## src/cpu_pkg.sv

```systemverilog
package cpu_pkg;

	typedef logic [31:0] word_t;
	typedef logic [3:0] reg_idx_t;

	typedef enum logic [3:0] {
		OP_NOP  = 4'h0,
		OP_ADD  = 4'h1,
		OP_SUB  = 4'h2,
		OP_AND  = 4'h3,
		OP_OR   = 4'h4,
		OP_XOR  = 4'h5,
		OP_ADDI = 4'h6,
		OP_LUI  = 4'h7,
		OP_BEQ  = 4'h8
	} opcode_t;

	// instruction word layout from msb down to bit 0
	typedef struct packed {
		opcode_t op;
		reg_idx_t rd;
		reg_idx_t rs;
		reg_idx_t rt;
		logic [15:0] imm;
	} instr_t;

	typedef struct packed {
		logic valid;
		word_t pc;
		word_t instr;
	} if_id_t;

	typedef struct packed {
		logic valid;
		opcode_t op;
		reg_idx_t rd;
		word_t a;
		word_t b;      // rt value or the extended immediate
		word_t cmp;    // rt value for the BEQ compare
		word_t target;
	} id_ex_t;

	typedef struct packed {
		logic valid;
		reg_idx_t rd;
		word_t result;
	} ex_wb_t;

	function automatic word_t sext16(logic [15:0] imm);
		return {{16{imm[15]}}, imm};
	endfunction

	// ADDI and LUI take the immediate as operand b
	function automatic logic uses_imm(opcode_t op);
		return (op == OP_ADDI) || (op == OP_LUI);
	endfunction

	function automatic logic writes_rd(opcode_t op);
		case (op)
			OP_ADD, OP_SUB, OP_AND, OP_OR, OP_XOR, OP_ADDI, OP_LUI: return 1'b1;
			default: return 1'b0;
		endcase
	endfunction

	function automatic word_t alu(opcode_t op, word_t a, word_t b);
		case (op)
			OP_ADD, OP_ADDI: return a + b;
			OP_SUB: return a - b;
			OP_AND: return a & b;
			OP_OR: return a | b;
			OP_XOR: return a ^ b;
			OP_LUI: return {b[15:0], 16'h0000}; // only the low half of b is the immediate
			default: return '0;
		endcase
	endfunction

endpackage
```

## src/hazard_if.sv

```systemverilog
`timescale 1ns/1ps

interface hazard_if;
	import cpu_pkg::*;

	logic redirect;   // taken BEQ in execute, high for one cycle
	word_t target;
	logic flush;
	logic stall;      // no fetched word this cycle

	// execute raises the redirect and fetch follows it
	modport fetch (
		input redirect,
		input target,
		output stall
	);

	modport exec (
		output redirect,
		output target
	);

	// view of the stage registers
	modport regs (
		input flush,
		input stall
	);

endinterface

```

## src/cpu_top.sv

```systemverilog
`timescale 1ns/1ps

module cpu_top #(
	parameter cpu_pkg::word_t RESET_PC = '0
) (
	input logic clock,
	input logic rst_n,
	output logic wb_cyc,
	output logic wb_stb,
	output cpu_pkg::word_t wb_adr,
	input cpu_pkg::word_t wb_dat_i,
	input logic wb_ack,
	output logic retire_valid,
	output cpu_pkg::reg_idx_t retire_rd,
	output cpu_pkg::word_t retire_data
);
	import cpu_pkg::*;

	hazard_if hz ();

	if_id_t if_d;
	if_id_t if_q;
	id_ex_t id_d;
	id_ex_t id_q;
	ex_wb_t ex_d;
	ex_wb_t ex_q;
	logic if_id_clear;

	// a taken branch squashes both stages behind execute on the same edge
	assign hz.flush = hz.redirect;

	// with no word from fetch the IF/ID register takes a bubble
	assign if_id_clear = hz.flush || hz.stall;

	fetch_stage #(
		.RESET_PC(RESET_PC)
	) u_fetch (
		.clock(clock),
		.rst_n(rst_n),
		.wb_cyc(wb_cyc),
		.wb_stb(wb_stb),
		.wb_adr(wb_adr),
		.wb_dat_i(wb_dat_i),
		.wb_ack(wb_ack),
		.hz(hz.fetch),
		.out(if_d)
	);

	pipeline_reg #(
		.T(if_id_t)
	) u_if_id (
		.clock(clock),
		.rst_n(rst_n),
		.clear(if_id_clear),
		.stall(1'b0),
		.d(if_d),
		.q(if_q)
	);

	decode_stage u_decode (
		.clock(clock),
		.rst_n(rst_n),
		.in(if_q),
		.ex_fwd(ex_d),      // live result of the instruction in execute
		.wb(ex_q),
		.out(id_d)
	);

	pipeline_reg #(
		.T(id_ex_t)
	) u_id_ex (
		.clock(clock),
		.rst_n(rst_n),
		.clear(hz.flush),
		.stall(1'b0),
		.d(id_d),
		.q(id_q)
	);

	execute_stage u_execute (
		.in(id_q),
		.hz(hz.exec),
		.out(ex_d)
	);

	// the branch that flushes is itself in execute, so EX/WB never clears
	pipeline_reg #(
		.T(ex_wb_t)
	) u_ex_wb (
		.clock(clock),
		.rst_n(rst_n),
		.clear(1'b0),
		.stall(1'b0),
		.d(ex_d),
		.q(ex_q)
	);

	assign retire_valid = ex_q.valid && (ex_q.rd != '0);
	assign retire_rd = ex_q.rd;
	assign retire_data = ex_q.result;

endmodule

```

## src/execute_stage.sv

```systemverilog
`timescale 1ns/1ps

module execute_stage (
	input cpu_pkg::id_ex_t in,
	hazard_if.exec hz,
	output cpu_pkg::ex_wb_t out
);
	import cpu_pkg::*;

	logic is_beq;
	logic taken;

	assign is_beq = in.valid && (in.op == OP_BEQ);
	assign taken = is_beq && (in.a == in.cmp);

	// the branch compares rs with rt
	assign hz.redirect = taken;
	assign hz.target = in.target;

	always_comb begin
		out.valid = in.valid && writes_rd(in.op);   // BEQ and NOP leave the register file alone
		out.rd = in.rd;
		out.result = alu(in.op, in.a, in.b);
	end

endmodule

```

## src/decode_stage.sv

```systemverilog
`timescale 1ns/1ps

module decode_stage (
	input logic clock,
	input logic rst_n,
	input cpu_pkg::if_id_t in,
	input cpu_pkg::ex_wb_t ex_fwd,
	input cpu_pkg::ex_wb_t wb,
	output cpu_pkg::id_ex_t out
);
	import cpu_pkg::*;

	word_t regs [16];
	instr_t ins;
	word_t imm_ext;
	word_t rs_val;
	word_t rt_val;

	// youngest producer first, then the one about to write, then the file
	function automatic word_t pick(reg_idx_t idx, ex_wb_t ex, ex_wb_t wr, word_t rf);
		if (idx == '0) begin
			return '0;
		end
		if (ex.valid && ex.rd == idx) begin
			return ex.result;
		end
		if (wr.valid && wr.rd == idx) begin
			return wr.result;
		end
		return rf;
	endfunction

	// r0 is never written so it stays zero from reset on
	always_ff @(posedge clock or negedge rst_n) begin
		if (!rst_n) begin
			for (int i = 0; i < 16; i++) begin
				regs[i] <= '0;
			end
		end else if (wb.valid && wb.rd != '0) begin
			regs[wb.rd] <= wb.result;
		end
	end

	assign ins = instr_t'(in.instr);
	assign imm_ext = sext16(ins.imm);

	always_comb begin
		rs_val = pick(ins.rs, ex_fwd, wb, regs[ins.rs]);
		rt_val = pick(ins.rt, ex_fwd, wb, regs[ins.rt]);
	end

	always_comb begin
		out.valid = in.valid;
		out.op = ins.op;
		out.rd = ins.rd;
		out.a = rs_val;
		out.b = uses_imm(ins.op) ? imm_ext : rt_val;
		out.cmp = rt_val;
		out.target = in.pc + 32'd1 + imm_ext;   // relative to the next word
	end

endmodule

```

## src/fetch_stage.sv

```systemverilog
`timescale 1ns/1ps

module fetch_stage #(
	parameter cpu_pkg::word_t RESET_PC = '0
) (
	input logic clock,
	input logic rst_n,
	output logic wb_cyc,
	output logic wb_stb,
	output cpu_pkg::word_t wb_adr,
	input cpu_pkg::word_t wb_dat_i,
	input logic wb_ack,
	hazard_if.fetch hz,
	output cpu_pkg::if_id_t out
);
	import cpu_pkg::*;

	word_t pc;          // next address to fetch
	word_t adr;         // address of the transfer in flight
	logic busy;
	logic stale;        // a redirect came while this transfer was open
	word_t start_adr;
	logic word_ok;

	assign start_adr = hz.redirect ? hz.target : pc;

	// a word acked in the redirect cycle is younger than the branch
	assign word_ok = busy && wb_ack && !stale && !hz.redirect;

	always_ff @(posedge clock or negedge rst_n) begin
		if (!rst_n) begin
			pc <= RESET_PC;
			adr <= RESET_PC;
			busy <= 1'b0;
			stale <= 1'b0;
		end else if (!busy) begin
			// the cycle after an ack keeps stb low
			busy <= 1'b1;
			adr <= start_adr;
			pc <= start_adr + 32'd1;
		end else if (wb_ack) begin
			busy <= 1'b0;
			stale <= 1'b0;
			if (hz.redirect) begin
				pc <= hz.target;
			end
		end else if (hz.redirect) begin
			stale <= 1'b1;      // let the bus finish and drop the data on ack
			pc <= hz.target;
		end
	end

	assign wb_cyc = busy;
	assign wb_stb = busy;
	assign wb_adr = adr;

	always_comb begin
		out.valid = word_ok;
		out.pc = adr;
		out.instr = wb_dat_i;
	end

	assign hz.stall = !word_ok;

endmodule

```

## src/pipeline_reg.sv

```systemverilog
`timescale 1ns/1ps

module pipeline_reg #(
	parameter type T = logic [31:0]
) (
	input logic clock,
	input logic rst_n,
	input logic clear,
	input logic stall,
	input T d,
	output T q
);

	// an all zero payload has its valid bit low, so zero is a bubble
	always_ff @(posedge clock or negedge rst_n) begin
		if (!rst_n) begin
			q <= '0;
		end else if (clear) begin
			q <= '0;   // clear wins over stall
		end else if (!stall) begin
			q <= d;
		end
	end

endmodule

```

## config.mk

```make
export PLATFORM = sky130hd
export DESIGN_NAME = cpu_top
export DESIGN_NICKNAME = d
export VERILOG_FILES = /design/src/cpu_pkg.sv /design/src/hazard_if.sv /design/src/cpu_top.sv /design/src/execute_stage.sv /design/src/decode_stage.sv /design/src/fetch_stage.sv /design/src/pipeline_reg.sv
export SDC_FILE = /design/constraint.sdc
export NUM_CORES = 2
export LEC_CHECK = 0
export BUFFER_PORTS_ARGS = -buffer_cell sky130_fd_sc_hd__buf_2
export CAP_MARGIN = 30
export CORE_ASPECT_RATIO = 1.2
export CORE_UTILIZATION = 60
export DETAILED_ROUTE_END_ITERATION = 10
export PLACE_DENSITY = 0.77
export SKIP_LAST_GASP = 1
export SLEW_MARGIN = 10
export SYNTH_ARGS = -nofsm -noshare
export SYNTH_HDL_FRONTEND = slang
export SYNTH_HIERARCHICAL = 1
export SYNTH_SLANG_ARGS = --single-unit
```

## constraint.sdc

```tcl
create_clock -name clock -period 9.1 [get_ports clock]
set_input_delay 1.82 -clock clock [delete_from_list [all_inputs] [get_ports clock]]
set_output_delay 1.82 -clock clock [all_outputs]
set_load 0.01 [all_outputs]
```

# Yosys cells after proc, flatten, opt, wreduce, memory -nomap -nowiden
# Index checks and enable logic that the tools add are counted.
# totals
inputBits	35
wordCells	131
ff_bits	817
# classes
eq_ne	15
n_addsub	5
bitwise	6
n_mux	44
reduce_logical	24
n_lt_le_gt_ge	4
# op_table
op	n
$mux 32	20
$bwmux 512	1
$bmux 32 s4	2
$pmux 32 s6	1
$mux 137	1
$demux 32 s4	1
$mux 65	1
$add 32x1->32 const B	2
$add 32x32->32	2
$and 32x32->32	1
$eq 32x32->1	1
$or 32x32->32	1
$sub 32x32->32	1
$xor 32x32->32	1
$eq 4x3->1 const B	6
$mux 1	17
$eq 4x4->1	4
$ge 5x5->1 const B	3
$not 4->5	3
$logic_and 1x1->1	12
$eq 4x2->1 const B	2
$logic_not 4->1	2
$reduce_or 7->1	1
$lt 5x1->1 const B	1
other kinds (8)	11

# Logic depth before layout (Yosys ltp)
# depth
ltp_word	14
mapped_depth	21

# By module
# Netlist, hierarchy kept.
# by_module_without_submodules
module	area_each_um2	cells_per_inst	seq_area_each_um2	n_inst
decode_stage	30404.2	2270	12812.3	1
pipeline_reg (u_id_ex)	5677.9	441	3428.3	1
execute_stage	4890.9	690	0.0	1
fetch_stage	4096.4	398	1651.6	1
pipeline_reg (u_if_id)	2667.6	209	1626.6	1
pipeline_reg (u_ex_wb)	1526.5	119	925.9	1
cpu_top	21.3	3	0.0	1

# Worst setup path before layout
# No wires, ideal clock.
# synth_timing
kind	reg-to-reg
startpoint	reg u_id_ex/q[68] (netlist name)
endpoint	reg u_id_ex/q[91] (netlist name)
arrival_time_ns	4.130
period_less_slack_ns	4.260
n_path_buf	1
slack_ns	4.840
required_time_ns	8.969
stages_incl_launch_ff	20
setup_ns	0.131
path_cell_list	dfrtp_1 > or4_4 > nor4_4 > nand4_1 > o41ai_1 > xnor2_1 > ha_1 > buf_2 > nand4_1 > or3_1 > o221ai_1 > a211o_1 > a21oi_1 > o21ai_0 > xnor2_1 > o21ai_0 > a221oi_1 > o21ai_0 > mux2i_1 > nor2_1
# synth_lines
item	line	text
start, declared	pipeline_reg.sv:11	output T q
start signal, assigned	pipeline_reg.sv:17	q <= '0;
start signal, assigned	pipeline_reg.sv:19	q <= '0;
start signal, assigned	pipeline_reg.sv:21	q <= d;

==> impl_metrics.prom <==
# TYPE chip_impl_metric gauge
chip_impl_metric{name="cts_sinks",unit=""} 817
chip_impl_metric{name="fmaxAchievable",unit="MHz"} 188.8
chip_impl_metric{name="cts-buffers-inserted",unit=""} 84
chip_impl_metric{name="core.rowCount",unit=""} 114
chip_impl_metric{name="ys_seq_area_share",unit="%"} 41.48
chip_impl_metric{name="io_pins",unit=""} 106
chip_impl_metric{name="r2r_cells",unit=""} 19
chip_impl_metric{name="drive_gt1_share",unit="%"} 28.59
chip_impl_metric{name="first_iter_violations",unit=""} 3371
chip_impl_metric{name="floorplan.core_area",unit="um^2"} 80880
chip_impl_metric{name="cts.repair_timing.setup_buffer_count",unit=""} 0
chip_impl_metric{name="timing.clock.skew",unit="ns"} 0.02648
chip_impl_metric{name="clock_tree.htree_level_count",unit=""} 3
chip_impl_metric{name="power_leakage",unit="nW"} 24.49
chip_impl_info{name="synthFlopType",value="dfrtp_1"} 1
chip_impl_metric{name="synth_fa_ha_area_share",unit="%"} 3.331
chip_impl_info{name="run_status",value="finished, final reports clean"} 1
chip_impl_metric{name="grt_use_total",unit="%"} 33.14
chip_impl_metric{name="post_cts_hold_buffer_count",unit=""} 0
chip_impl_metric{name="timing.setup.tns",unit="ns"} 0
chip_impl_info{name="critPathKind",value="reg2reg"} 1
chip_impl_metric{name="worstPathRequired",unit="ns"} 9.58
chip_impl_info{name="setup.worst_path.start_class",value="register"} 1
chip_impl_metric{name="drtAntennaViolNets",unit=""} 0
chip_impl_metric{name="wl",unit="um"} 137200
chip_impl_metric{name="min_period_over_period",unit="%"} 58.22
chip_impl_metric{name="synth.lib_cells_used.distinct",unit=""} 89
chip_impl_metric{name="clock_latency",unit="ns"} 0.65
chip_impl_metric{name="gp_routability_congestion",unit=""} 0.9922
chip_impl_info{name="timing.hold.worst.class",value="reg2reg"} 1
chip_impl_info{name="rsz_0062_raised_after_global_routing",value="false"} 1
chip_impl_metric{name="max-clock-path-buffers",unit=""} 3
chip_impl_metric{name="synth_top_area_share",unit="%"} 41.48
chip_impl_metric{name="detail_route.vias_per_cell",unit=""} 6.794
chip_impl_metric{name="io_buffer_count",unit=""} 105
chip_impl_metric{name="timing.hold.ws",unit="ns"} 0.3921
chip_impl_metric{name="first_pass_grt_wire_length",unit="um"} 210300
chip_impl_info{name="hold_path_endpoint",value="u_decode/regs[502]$_DFFE_PN0P_"} 1
chip_impl_metric{name="synthesis.instances",unit=""} 4130
chip_impl_metric{name="die_ht",unit="um"} 316.0
chip_impl_metric{name="yosys.area_share.simple",unit="%"} 7.134
chip_impl_metric{name="maximum_number_of_pins_on_one_net_before_global_route_repair",unit=""} 179
chip_impl_metric{name="first_global_vias",unit=""} 34740
chip_impl_metric{name="post-route-min-period",unit="ns"} 5.298
chip_impl_info{name="main_combinational_cell_family_by_area_after_synthesis",value="multiplexers"} 1
chip_impl_metric{name="final_setup_violating_endpoints",unit=""} 0
chip_impl_metric{name="relSlewSlack",unit="%"} 30.55
chip_impl_metric{name="synth-seq-cells",unit=""} 817
chip_impl_metric{name="fin_nets",unit=""} 4098
chip_impl_metric{name="routed_wirelength_normalized_by_instance_count",unit="um"} 27.22
chip_impl_metric{name="post_synth_xor_area_fraction",unit="%"} 3.001
chip_impl_metric{name="synth.mux.area_fraction",unit="%"} 30.66
chip_impl_metric{name="critical_path_peak_fanout",unit=""} 6
chip_impl_metric{name="cts_resized",unit=""} 0
chip_impl_metric{name="final-hold-violation-count",unit=""} 0
chip_impl_metric{name="timing.hold.worst_path_depth",unit=""} 0
chip_impl_metric{name="fillers",unit=""} 6003
chip_impl_metric{name="globalRoute.totalOverflow",unit=""} 0
chip_impl_info{name="rr_startpoint",value="u_id_ex/q[68]$_DFFE_PN0P_"} 1
chip_impl_metric{name="setup.reg_to_reg.worst_slack",unit="ns"} 3.80
chip_impl_info{name="post-synth-top-area-cell",value="dfrtp_1"} 1
chip_impl_metric{name="mean_area_per_synthesized_cell",unit="um^2"} 11.93
chip_impl_metric{name="power_per_cell_area",unit="nW/um^2"} 166.7
chip_impl_info{name="synth_top_cells_by_area",value="dfrtp_1 41%, mux4_2 12%, mux2_2 12%"} 1
chip_impl_metric{name="worst_slew_pin_slew",unit="ns"} 1.039
chip_impl_metric{name="post-route-drc-count",unit=""} 0
chip_impl_info{name="cts_root_buffer",value="clkbuf_16"} 1
chip_impl_metric{name="critical_path_arrival",unit="ns"} 5.78
chip_impl_metric{name="routed_vias",unit=""} 34250
chip_impl_info{name="clock_tree_from_tritoncts",value="built"} 1
chip_impl_metric{name="synth-compound-area-share",unit="%"} 8.032
chip_impl_metric{name="starting_density_of_the_core",unit="%"} 60.94
chip_impl_info{name="worst_setup_path_end_kind",value="register"} 1
chip_impl_metric{name="synth_warnings",unit=""} 6
chip_impl_metric{name="synth_edf_count",unit=""} 0
chip_impl_metric{name="clkTransAtPathRegs",unit="ns"} 0.06
chip_impl_metric{name="detailedPlacementHpwl",unit="um"} 85700
chip_impl_metric{name="first_pass_iters",unit=""} 6
chip_impl_metric{name="drv.max_cap_violation_count",unit=""} 0
chip_impl_metric{name="report.final.slew_viol_count",unit=""} 0
chip_impl_info{name="worstHoldStart",value="u_decode/regs[502]$_DFFE_PN0P_"} 1
chip_impl_info{name="reg2reg_to",value="u_id_ex/q[94]$_DFFE_PN0P_"} 1
chip_impl_metric{name="synthArstFlopShare",unit="%"} 100.0
chip_impl_metric{name="grt_antenna_before_repair",unit=""} 2
chip_impl_metric{name="post_synth_instance_area",unit="um^2"} 49280
chip_impl_metric{name="area.growth.synth_to_final",unit="%"} 5.796
chip_impl_metric{name="fp.dieArea",unit="um^2"} 83300
chip_impl_metric{name="worst_supply_voltage_drop_on_vdd",unit="V"} 0.0001139
chip_impl_metric{name="die-width",unit="um"} 263.6
-- flip-flops by register name, summed over array words and instances, names as in the netlist --
register and cells:
u_fetch/stale 1, u_ex_wb/q 37, u_fetch/pc 32, u_fetch/wb_adr 32, u_if_id/q 65, u_fetch/wb_cyc 1
u_decode/regs 512, u_id_ex/q 137
-- where the power goes --
part | internal, W | leakage [nW] | switching (W)
Sequential | 0.00371 | 11.3 | 0.000143
Clock | 0.00218 | 1.42 | 0.00147
Combinational | 0.000434 | 11.7 | 0.000759
Total | 0.00632 | 24.5 | 0.00237
-- cells in the mapped netlist (all sizes together) (35+ instances only) --
library cell / n
nor2: 378
mux2i: 352
ha: 128
a211oi: 82
mux2: 515
o21ai: 108
a21oi: 164
nand2: 103
mux4: 257
clkbuf: 214
a221o: 51
nor2b: 58
inv: 109
xor2: 66
dfrtp: 817
a221oi: 35
xnor2: 102
buf: 252
-- worst max path at each step --
stage / start / endpoint / slack, ns / cells past startpoint
after detailed placement: u_id_ex/q[68]$_DFFE_PN0P_ / u_id_ex/q[88]$_DFFE_PN0P_ / 3.93 / 19
after CTS: u_id_ex/q[68]$_DFFE_PN0P_ / u_id_ex/q[94]$_DFFE_PN0P_ / 3.87 / 19
after global placement: u_id_ex/q[68]$_DFFE_PN0P_ / u_id_ex/q[88]$_DFFE_PN0P_ / 4.06 / 19
after global routing: u_id_ex/q[68]$_DFFE_PN0P_ / u_id_ex/q[94]$_DFFE_PN0P_ / 3.46 / 19
final: u_id_ex/q[68]$_DFFE_PN0P_ / u_id_ex/q[94]$_DFFE_PN0P_ / 3.80 / 19
after floorplan: u_id_ex/q[68]$_DFFE_PN0P_ / u_id_ex/q[91]$_DFFE_PN0P_ / 4.84 / 19
-- metal layers --
metal,track usage [%],vias to the layer above,wire length (um)
met5,0,-,0
met4,14.93,0,5736
met3,5.374,337,10080
met2,53.67,1474,66120
met1,44.31,17830,55310
li1,-,14610,-
-- cells by family after synthesis --
family / Yosys count
compound gates: 585
simple gates: 730
buf+inv: 575
flops: 817
xor+xnor: 168
fa+ha+maj: 130
other cells: 1
mux: 1124
-- worst max-delay path: stages (launching register included) --
cell	delay (ns)
dfrtp_1	0.46
or4_4	0.63
nor4_4	0.20
nand4_1	0.27
nor2_1	0.38
a31oi_1	0.15
xnor2_1	0.15
ha_1	0.33
a21oi_1	0.35
nand2_1	0.10
a221oi_1	0.45
o21ai_0	0.14
a21oi_1	0.25
o21ai_0	0.21
xnor2_1	0.17
o21ai_0	0.17
a221oi_1	0.33
o21ai_0	0.14
mux2i_1	0.18
nor2_1	0.05
-- per-stage QoR --
step                cell area (um^2)  util, %  cells  worst slack, ns  power (W)
finish                         52140    64.47   5041            3.802   0.008692
global route                   52140    64.47   5041            3.456   0.008986
CTS                            52050    64.36   5035            3.866   0.008711
detailed placement             49160    60.78   4887            3.929   0.005071
global placement               49150    60.77   4886            4.062   0.005062
floorplan                      49300        -   4135            4.840   0.004747
-- cells in the final DEF (no fill, tap or decap), types with 104 or more instances in the layout --
cell     instances
mux4_2         257
o21ai_0        105
inv_1          109
ha_1           128
dfrtp_1        808
mux2_2         509
nor2_1         365
buf_2          104
a21oi_1        162
mux2i_1        352
-- final cells by class --
type	count	area, um^2	share of cell area, %
Tap cell	1044	1306	2.505
Timing Repair Buffer	178	1214	2.328
Sequential cell	817	20470	39.26
Inverter	109	409.1	0.7847
Clock buffer	117	2439	4.677
Antenna cell	2	5.005	0.009599
Clock inverter	31	455.4	0.8735
Multi-Input combinational cell	2743	25840	49.56
Note: power is estimated with default switching activity, not from simulation.
